File: config.mk
export PLATFORM = sky130hd
export DESIGN_NAME = anc_top
export DESIGN_NICKNAME = d
export VERILOG_FILES = /design/src/rtl/anc_pkg.sv /design/src/rtl/frame_sequencer.sv /design/src/rtl/step_counter.sv /design/src/rtl/ref_delay_line.sv /design/src/rtl/lms_channel.sv /design/src/rtl/anc_top.sv
export VERILOG_INCLUDE_DIRS = /design/src /design/src/rtl
export SDC_FILE = /design/constraint.sdc
export NUM_CORES = 2
export LEC_CHECK = 0
export ABC_AREA = 0
export BUFFER_PORTS_ARGS = -buffer_cell sky130_fd_sc_hd__buf_4
export CAP_MARGIN = 30
export CORE_MARGIN = 2
export CORE_UTILIZATION = 40
export DETAILED_ROUTE_END_ITERATION = 7
export PLACE_DENSITY = 0.59
export SLEW_MARGIN = 5
export SYNTH_ARGS = -nofsm -noshare
export SYNTH_HDL_FRONTEND = slang
export SYNTH_SLANG_ARGS = --single-unit
File: constraint.sdc
create_clock -name clk -period 9.2 [get_ports clk]
set_input_delay 0.92 -clock clk [delete_from_list [all_inputs] [get_ports clk]]
set_output_delay 0.92 -clock clk [all_outputs]
set_load 0.05 [all_outputs]
File: src/rtl/anc_cfg.svh
`ifndef ANC_CFG_SVH
`define ANC_CFG_SVH

// reference taps and weights per channel
`define ANC_NTAPS     8

// must hold ANC_NTAPS-1
`define ANC_TAP_W     3

// primary, reference and output sample width
`define ANC_DATA_W    14

// weight word, wraps on update
`define ANC_WEIGHT_W  16

// weights are Q(16-12).12
`define ANC_FRAC      12

// step size mu = 2^-15 applied to e * x
`define ANC_MU_SHIFT  15

`endif

File: src/rtl/anc_pkg.sv
`include "anc_cfg.svh"

package anc_pkg;

    // signed sample on the reference, primary and error paths
    typedef logic signed [`ANC_DATA_W-1:0] sample_t;

    // signed filter weight
    typedef logic signed [`ANC_WEIGHT_W-1:0] weight_t;

    // product width plus growth for ANC_NTAPS terms, plus a guard bit
    typedef logic signed [`ANC_DATA_W+`ANC_WEIGHT_W+`ANC_TAP_W:0] acc_t;

    typedef logic [`ANC_TAP_W-1:0] tap_idx_t;

    // one-hot sequencer codes, ST_NONE is the all-zero code left after an upset
    typedef enum logic [4:0] {
        ST_NONE   = 5'b00000,
        ST_IDLE   = 5'b00001,
        ST_FILTER = 5'b00010,
        ST_ERROR  = 5'b00100,
        ST_UPDATE = 5'b01000,
        ST_DONE   = 5'b10000
    } seq_state_t;

    // frame control fanned out to the delay line and both channels
    typedef struct packed {
        logic     start;      // frame accepted this cycle
        logic     filter_en;  // mac step on tap
        logic     error_en;   // error register loads at end of cycle
        logic     update_en;  // weight[tap] update
        tap_idx_t tap;
    } frame_ctl_t;

endpackage

File: src/rtl/frame_sequencer.sv
module frame_sequencer (
    input  logic                clk,
    input  logic                rstn,
    input  logic                head_flag,
    input  logic                last_tap,
    input  anc_pkg::tap_idx_t   tap,
    output anc_pkg::frame_ctl_t ctl,
    output logic                count_en,
    output logic                count_clr
);
    import anc_pkg::*;

    seq_state_t state;
    seq_state_t state_nxt;

    always_ff @(posedge clk or negedge rstn)
    begin
        if (!rstn)
        begin
            state <= ST_IDLE;
        end
        else
        begin
            state <= state_nxt;
        end
    end

    always_comb
    begin
        state_nxt = state;
        case (state)
            ST_IDLE:
                if (head_flag)
                    state_nxt = ST_FILTER;
            ST_FILTER:
                if (last_tap)
                    state_nxt = ST_ERROR;
            ST_ERROR:
                state_nxt = ST_UPDATE;              // single cycle
            ST_UPDATE:
                if (last_tap)
                    state_nxt = ST_DONE;
            ST_DONE:
                if (!head_flag)
                    state_nxt = ST_IDLE;            // wait for head_flag to drop
            ST_NONE:
                state_nxt = ST_IDLE;
            default:
                state_nxt = ST_IDLE;                // multi-hot codes
        endcase
    end

    // head_flag only counts in idle, so a long level gives one frame
    always_comb
    begin
        ctl.start     = (state == ST_IDLE) && head_flag;
        ctl.filter_en = (state == ST_FILTER);
        ctl.error_en  = (state == ST_ERROR);
        ctl.update_en = (state == ST_UPDATE);
        ctl.tap       = tap;
    end

    assign count_en  = ctl.filter_en | ctl.update_en;

    // restart the index for the filter run and again for the update run
    assign count_clr = ctl.start | ctl.error_en;

endmodule

File: src/rtl/step_counter.sv
`include "anc_cfg.svh"

module step_counter (
    input  logic              clk,
    input  logic              rstn,
    input  logic              count_en,
    input  logic              count_clr,
    output anc_pkg::tap_idx_t tap,
    output logic              last_tap
);
    import anc_pkg::*;

    localparam tap_idx_t LAST_IDX = tap_idx_t'(`ANC_NTAPS - 1);

    always_ff @(posedge clk or negedge rstn)
    begin
        if (!rstn)
        begin
            tap <= '0;
        end
        else if (count_clr)
        begin
            tap <= '0;                             // clear wins over enable
        end
        else if (count_en)
        begin
            tap <= tap_idx_t'(tap + 1'b1);
        end
    end

    assign last_tap = (tap == LAST_IDX);

endmodule

File: src/rtl/ref_delay_line.sv
`include "anc_cfg.svh"

module ref_delay_line (
    input  logic                clk,
    input  logic                rstn,
    input  anc_pkg::frame_ctl_t ctl,
    input  anc_pkg::sample_t    reff,
    output anc_pkg::sample_t    tap_out
);
    import anc_pkg::*;

    sample_t taps [`ANC_NTAPS];

    // one shift per frame, newest sample at tap 0
    always_ff @(posedge clk or negedge rstn)
    begin
        if (!rstn)
        begin
            for (int i = 0; i < `ANC_NTAPS; i++)
            begin
                taps[i] <= '0;
            end
        end
        else if (ctl.start)
        begin
            taps[0] <= reff;
            for (int i = 1; i < `ANC_NTAPS; i++)
            begin
                taps[i] <= taps[i-1];
            end
        end
    end

    // shared read port, both channels walk the taps in step
    assign tap_out = taps[ctl.tap];

endmodule

File: src/rtl/lms_channel.sv
`include "anc_cfg.svh"

module lms_channel (
    input  logic                clk,
    input  logic                rstn,
    input  anc_pkg::frame_ctl_t ctl,
    input  anc_pkg::sample_t    primary,
    input  anc_pkg::sample_t    ref_tap,
    output anc_pkg::sample_t    err
);
    import anc_pkg::*;

    localparam int Y_W = $bits(acc_t) - `ANC_FRAC;

    localparam sample_t SAT_MAX = {1'b0, {(`ANC_DATA_W-1){1'b1}}};
    localparam sample_t SAT_MIN = {1'b1, {(`ANC_DATA_W-1){1'b0}}};

    weight_t weight [`ANC_NTAPS];
    acc_t    acc;

    weight_t w_sel;
    weight_t w_step;
    sample_t err_sat;

    logic signed [`ANC_WEIGHT_W+`ANC_DATA_W-1:0] mac_prod;
    logic signed [2*`ANC_DATA_W-1:0]             upd_prod;
    logic signed [Y_W-1:0]                       y;
    logic signed [Y_W:0]                         diff;

    assign w_sel    = weight[ctl.tap];
    assign mac_prod = w_sel * ref_tap;

    // y = sum(w * x) back to sample scale
    assign y    = acc[$bits(acc_t)-1:`ANC_FRAC];
    assign diff = primary - y;

    always_comb
    begin
        if (diff > SAT_MAX)
        begin
            err_sat = SAT_MAX;
        end
        else if (diff < SAT_MIN)
        begin
            err_sat = SAT_MIN;
        end
        else
        begin
            err_sat = diff[`ANC_DATA_W-1:0];
        end
    end

    // mu * e * x, the error register is stable through the whole update run
    assign upd_prod = err * ref_tap;
    assign w_step   = weight_t'(upd_prod >>> `ANC_MU_SHIFT);

    always_ff @(posedge clk)
    begin
        if (ctl.start)
        begin
            acc <= '0;
        end
        else if (ctl.filter_en)
        begin
            acc <= acc + mac_prod;
        end
    end

    always_ff @(posedge clk or negedge rstn)
    begin
        if (!rstn)
        begin
            err <= '0;
        end
        else if (ctl.error_en)
        begin
            err <= err_sat;
        end
    end

    always_ff @(posedge clk or negedge rstn)
    begin
        if (!rstn)
        begin
            for (int i = 0; i < `ANC_NTAPS; i++)
            begin
                weight[i] <= '0;
            end
        end
        else if (ctl.update_en)
        begin
            weight[ctl.tap] <= w_sel + w_step;   // wraps in 16 bits
        end
    end

endmodule

File: src/rtl/anc_top.sv
module anc_top (
    input  logic             clk,
    input  logic             rstn,
    input  logic             head_flag,
    input  anc_pkg::sample_t reff,
    input  anc_pkg::sample_t primary_a,
    input  anc_pkg::sample_t primary_b,
    output anc_pkg::sample_t dout,
    output logic             frame_done
);
    import anc_pkg::*;

    frame_ctl_t ctl;
    tap_idx_t   tap;
    logic       last_tap;
    logic       count_en;
    logic       count_clr;
    logic       out_load;

    sample_t ref_tap;
    sample_t prim_a_q;
    sample_t prim_b_q;
    sample_t err_a;
    sample_t err_b;

    frame_sequencer seq_i (
        .clk       (clk),
        .rstn      (rstn),
        .head_flag (head_flag),
        .last_tap  (last_tap),
        .tap       (tap),
        .ctl       (ctl),
        .count_en  (count_en),
        .count_clr (count_clr)
    );

    step_counter step_i (
        .clk       (clk),
        .rstn      (rstn),
        .count_en  (count_en),
        .count_clr (count_clr),
        .tap       (tap),
        .last_tap  (last_tap)
    );

    ref_delay_line ref_i (
        .clk     (clk),
        .rstn    (rstn),
        .ctl     (ctl),
        .reff    (reff),
        .tap_out (ref_tap)
    );

    lms_channel chan_a (
        .clk     (clk),
        .rstn    (rstn),
        .ctl     (ctl),
        .primary (prim_a_q),
        .ref_tap (ref_tap),
        .err     (err_a)
    );

    lms_channel chan_b (
        .clk     (clk),
        .rstn    (rstn),
        .ctl     (ctl),
        .primary (prim_b_q),
        .ref_tap (ref_tap),
        .err     (err_b)
    );

    always_ff @(posedge clk or negedge rstn)
    begin
        if (!rstn)
        begin
            prim_a_q <= '0;
            prim_b_q <= '0;
        end
        else if (ctl.start)
        begin
            prim_a_q <= primary_a;
            prim_b_q <= primary_b;
        end
    end

    // first update cycle, both error registers loaded on the edge before
    assign out_load = ctl.update_en && (ctl.tap == '0);

    always_ff @(posedge clk or negedge rstn)
    begin
        if (!rstn)
        begin
            dout       <= '0;
            frame_done <= 1'b0;
        end
        else
        begin
            frame_done <= out_load;
            if (out_load)
            begin
                dout <= err_a + err_b;             // 14-bit wrap
            end
        end
    end

endmodule

; ---- After elaboration in Yosys (flattened, before gate mapping)
; Cells that the tools add are included.
[op_classes]
add_sub_neg = 8
n_mul = 4
n_lt_le_gt_ge = 6
eq_ne = 10
n_mux = 24
bitwise = 3
reduce_logical = 6
[op_table]
columns = cell, n
row1 = bitwise mux 128 bit, 2
row2 = binary-select mux 16 bit (select 3 bit), 2
row3 = two-way mux 14 bit, 6
row4 = two-way mux 16 bit, 5
row5 = adder 34 x 30 -> 34 bit, 2
row6 = multiplier 16 x 14 -> 30 bit, 2
row7 = multiplier 14 x 14 -> 28 bit, 2
row8 = demux 16 bit (select 3 bit), 1
row9 = greater-than comparator 23 x 14 -> 1 bit (second input constant), 2
row10 = < comparator 23 x 14 -> 1 bit (second input constant), 2
row11 = subtractor 14 x 22 -> 23 bit, 2
row12 = binary-select mux 14 bit (select 3 bit), 1
row13 = adder 16 x 13 -> 16 bit, 2
row14 = case mux 5 bit (5 select lines), 1
row15 = two-way mux 5 bit, 4
row16 = adder 14 bit, 1
row17 = two-way mux 3 bit, 2
row18 = inequality test 2 bit (second input constant), 3
row19 = == test 5 x 1 -> 1 bit (second input constant), 1
row20 = == test 5 x 2 -> 1 bit (second input constant), 1
row21 = == test 5 x 3 -> 1 bit (second input constant), 1
row22 = == test 5 x 4 -> 1 bit (second input constant), 1
row23 = == test 5 bit (second input constant), 1
row24 = >= comparator 4 bit (second input constant), 1
row25 = other kinds (10), 13
[word_totals]
register_bits = 515
inputBits = 45
output_inout_bits = 15

; ---- Logic depth before layout (Yosys ltp)
[depth]
depth_word = 7
mapped_depth = 43
depth_no_buf = 40

; ---- Modules after synthesis
; From an unflattened synthesis, not the netlist that was laid out.
[hier_totals]
hier_cells = 6271
area_unflattened_um2 = 61017.3
[by_module_without_submodules]
columns = module, instances, cells_each, area_per_inst_um2, seq_area_each_um2
row1 = lms_channel (chan_a), 1, 2874, 26644.3, 4234.1
row2 = lms_channel (chan_b), 1, 2866, 26610.5, 4234.1
row3 = ref_delay_line, 1, 285, 5052.3, 2802.7
row4 = anc_top, 1, 185, 2157.1, 1076.0
row5 = frame_sequencer, 1, 50, 412.9, 126.4
row6 = step_counter, 1, 11, 140.1, 75.1

; ---- Worst setup path before layout
; Ideal clock, no wire load.
[synth_timing]
kind = reg-to-reg
from = reg step_i.tap[2]
to = reg chan_a.weight[110] (netlist bit)
t_arrival_ns = 9.520
required_time_ns = 9.075
setup_slack_ns = -0.445
path_stages_with_launch = 37
period_less_slack_ns = 9.645
cell_sequence = dfrtp_1 -> clkbuf_1 -> or2_2 -> nor2_1 -> clkbuf_1 -> buf_1 -> a22oi_1 -> nand4_1 -> clkbuf_1 -> nand2_1 -> fa_1 -> fa_1 -> fa_1 -> inv_1 -> fa_1 -> fa_1 -> inv_1 -> fa_1 -> inv_1 -> ha_1 -> a21o_1 -> a21oi_1 -> o21ai_0 -> a221o_1 -> xor2_1 -> ha_1 -> fa_1 -> a21o_1 -> a21oi_1 -> o21bai_1 -> a211oi_1 -> o31ai_1 -> or4_1 -> a31o_2 -> a21oi_1 -> xnor2_1 -> mux2_2
[synth_between]
elab_chain_cells = 7
[synth_lines]
columns = item, line_no
row1 = start: declaration, step_counter.sv:8  ; output anc_pkg::tap_idx_t tap,
row2 = start signal: assignment, step_counter.sv:27  ; tap <= tap_idx_t'(tap + 1'b1);
row3 = NOT 3 -> 4 bit (implied by the code) (*), "ref_delay_line.sv:35, lms_channel.sv:30, lms_channel.sv:92"
row4 = binary-select mux 14 bit (select 3 bit), ref_delay_line.sv:35  ; assign tap_out = taps[ctl.tap];
row5 = two-way mux 14 bit (implied by the code) (2 in series), ref_delay_line.sv:35
row6 = multiplier 14 x 14 -> 28 bit, lms_channel.sv:54  ; assign upd_prod = err * ref_tap;
row7 = adder 16 x 13 -> 16 bit, lms_channel.sv:92  ; weight[ctl.tap] <= w_sel + w_step;
row8 = bitwise mux 128 bit (*), lms_channel.sv:92
row9 = end signal: indexed assignment, lms_channel.sv:92
row10 = end: declaration, lms_channel.sv:18  ; weight_t weight [`ANC_NTAPS];
; Every way passes the cells marked *; elsewhere a longest branch is shown, timed or not. The select of a mux whose other input is x is not followed.
; A chain may end at the register's enable or synchronous reset.

; ---- Worst setup path after layout
[layout_timing]
from = reg step_i.tap[2]
to = reg chan_a.weight[94] (netlist bit)
; The elaborated chain is that of the path after synthesis.

==> impl_metrics.tcl <==
set metrics [dict create \
    cts_root_buffer "clkbuf_16" \
    p_sw_frac 0.509 \
    final-hold-violation-count 0 \
    dpl_cell_area_mm2 0.0642 \
    slowest_delay_ps 550 \
    vias_per_cell 5.27 \
    utilization 0.459 \
    clk_pin_slew_ps 60 \
    gp_congestion 0.934 \
    drive_above_1_share 0.137 \
    relSlewSlack 0.331 \
    routed_wl_um 184000 \
    syn-num-nets 7812 \
    grt_pass1_vias 47473 \
    topRoutingLayerUsed "met4" \
    die_h_um 390 \
    skew_ps 42.8 \
    internal_power_mw 8.72 \
    fin_area_mm2 0.0679 \
    cts_tree "built" \
    yosys.area.top_type_share 0.322 \
    antenna_found_initial 8 \
    clkLatencyLatePin_ps 690 \
    p_per_area_mw_per_mm2 261 \
    reg2reg_depth 37 \
    rsz0062_at_grt "true" \
    grt_first_pass_wirelength_um 287000 \
    ys.flop_type "dfrtp_1" \
    route.met2.wl_um 84300 \
    hold_class "input port to asynchronous set/reset pin" \
    rrSetupSlack_ps 180 \
    endpoint_kind "register" \
    setup_viol 0 \
    syn_avg_cell_area_um2 9.31 \
    track_usage 0.248 \
    overflow 0 \
    dieArea_mm2 0.152 \
    crit_fanout 8 \
    seq_area_frac_synth 0.211 \
    rr_startpoint "step_i.tap[2]" \
    path_class "register to register" \
    cts_made_buffers 66 \
    drv_cap 0 \
    yosysWarnings 0 \
    detailed_place_hpwl_um 142000 \
    instances_no_fill 8609 \
    seq_power_share 0.169 \
    port_buffers 59 \
    p_leak_nw 33.3 \
    wl_met1_um 78300 \
    finalCriticalPeriod_ps 9020 \
    route.detailed.wl_per_inst_um 21.3 \
    p_sw_mw 9.02 \
    tightest_slew_ps 1000 \
    place_ws_ps -301 \
    cp-start-kind "register" \
    final_net_count 8042 \
    num_rows 141 \
    h-tree-depth 3 \
    start_util 0.403 \
    async_flop_share 0.868 \
    multiInputGateArea_mm2 0.0428 \
    final_cell_mix "nand2_1, inv_1, fa_1" \
    arrival_ps 9570 \
    syn-instance-count 6398 \
    drc 0 \
    power_frac_clock 0.158 \
    regArea_mm2 0.0126 \
    crit_path_frequent_cell "fa_1" \
    drtIter0Drc 3603 \
    outcome "complete, no violations" \
    cts_buffer_depth 3 \
    fin_ws_ps 176 \
    synth_area_mm2 0.0596 \
    cts_sinks 515 \
    ys_seq_elements 515 \
    fmax_mhz 111 \
    min_period_over_period 0.981 \
    synth.distinct_cells 80 \
    firstDrtPassIters 6 \
    synthTopCellsByArea "fa_1, dfrtp_1, ha_1" \
    die_x_um 390 \
    worstPathRequired_ps 9750 \
    area_delta_synth_final_pct 13.9 \
    r2r-end "chan_a.weight[94]" \
    slowest_stage "or4_4" \
    slew_violations 0 \
    combinationalPowerShare 0.673 \
    layout_commonest_cell "nand2_1" \
    met3_length_um 13400 \
    synth_top_area_cell "fa_1" \
    synth_edf_count 0 \
    fill_cells 14189 \
    dp_cells 8449 \
    boundaryPins 60 \
    antenna_left 0 \
    core_area_mm2 0.148 \
    ir_drop_v 0.000229 \
    timing.hold.ws_ps 252 \
    num_vias 45375 \
    grt_max_degree 170 \
]
[metrics by stage]
| stage | power (mW) | TNS (ps) |
|---|---|---|
| after CTS | 17.2 | 0 |
| after global placement | 14.1 | -4630 |
| final | 17.7 | 0 |
| after detailed placement | 14.1 | -10840 |
| after floorplan | 9.59 | 0 |
| after global routing | 19.0 | -3280 |
[worst max-delay path: cells and delay by family, from the launching register on]
kind / cells / cell delay (ps)
mux: 1 / 290
flops: 1 / 460
buf+inv: 7 / 820
xor+xnor: 2 / 300
fa+ha+maj: 8 / 3180
simple gates: 6 / 1430
compound gates: 13 / 2390
[logic make-up (layout without fill, tap and decap cells)]
logic type / after synthesis / after routing / share of synthesized area
other: 0 / 1 / 0
and+or+nand+nor: 1949 / 1949 / 0.145
AOI/OAI and AO/OA: 836 / 836 / 0.0900
xor gates and xnor gates: 178 / 178 / 0.0263
DFF: 515 / 515 / 0.211
buffers and inverters: 1384 / 1664 / 0.0874
muxes: 167 / 167 / 0.0321
adders and majority gates: 1369 / 1369 / 0.408
[power by group through the flow]
stage / Clock (mW) / Sequential (mW) / Combinational (mW)
detailed placement: 0 / 3.02 / 11.1
floorplan: 0 / 2.83 / 6.76
CTS: 2.86 / 2.98 / 11.4
global route: 2.95 / 3.03 / 13.1
global placement: 0 / 3.02 / 11.1
finish: 2.80 / 3.00 / 11.9
[area by class of cell]
class,instances,share of cell area
Tap cell,1930,0.0356
Clock buffer,90,0.0276
Inverter,1098,0.0608
Clock inverter,28,0.00671
Timing Repair Buffer,448,0.0544
Multi-Input combinational cell,4499,0.630
Sequential cell,515,0.185
Antenna cell,1,0.0000369
[synth_stat cells (all sizes together) (6+ instances only)]
cell and number:
nand2 1127, inv 1084, fa 959, dfrtp 446, ha 410, nor2 288, clkbuf 265, and2 239
o21ai 222, a21oi 193, mux2 158, a22oi 146, xnor2 127, dfxtp 68, a21o 62, xor2 51
nand2b 46, nor3 46, nand3 39, nand4 35, a211oi 30, a31oi 24, o21a 24, and3 23
and4 23, buf 21, a22o 20, nor2b 17, or2 16, o31ai 15, clkinv 14, a221oi 11
nor4 11, or3 11, a31o 9, o211ai 9, o21bai 8, a2111oi 7, a221o 6, mux2i 6
nor3b 6, or4 6
[how the worst max path moves through the flow]
stage / cells past startpoint / start / slack (ps) / to
final: 37 / step_i.tap[2] / 180 / chan_a.weight[94]
after global routing: 44 / step_i.tap[1] / -120 / chan_a.weight[127]
after CTS: 39 / step_i.tap[0] / 2 / chan_b.weight[110]
after detailed placement: 40 / step_i.tap[0] / -300 / chan_b.weight[110]
after global placement: 37 / step_i.tap[1] / -160 / chan_b.weight[79]
after floorplan: 36 / step_i.tap[2] / 9 / chan_a.weight[110]
[per-layer routing]
metal	global-route usage	up-vias
li1	-	20528
met1	0.336	23115
met2	0.393	1401
met3	0.0463	331
met4	0.0948	0
met5	0	-
[repair_timing]
| action | 4_1_cts | 5_1_grt |
|---|---|---|
| cloned | 1 | 1 |
| gates resized for setup | 33 | 176 |
| endpoints found under the setup margin | 64 | 108 |
| hold buffers | 0 | 0 |
| pin swaps | 16 | 97 |
| setup buffers | 16 | 22 |
[registers in the layout, indices dropped and copies added, names as in the netlist, 34 cells and up]
name	count
chan_a.weight	128
ref_i.taps	112
chan_b.weight	128
chan_b.acc	34
chan_a.acc	34
Note: power is estimated with default switching activity, not from simulation.
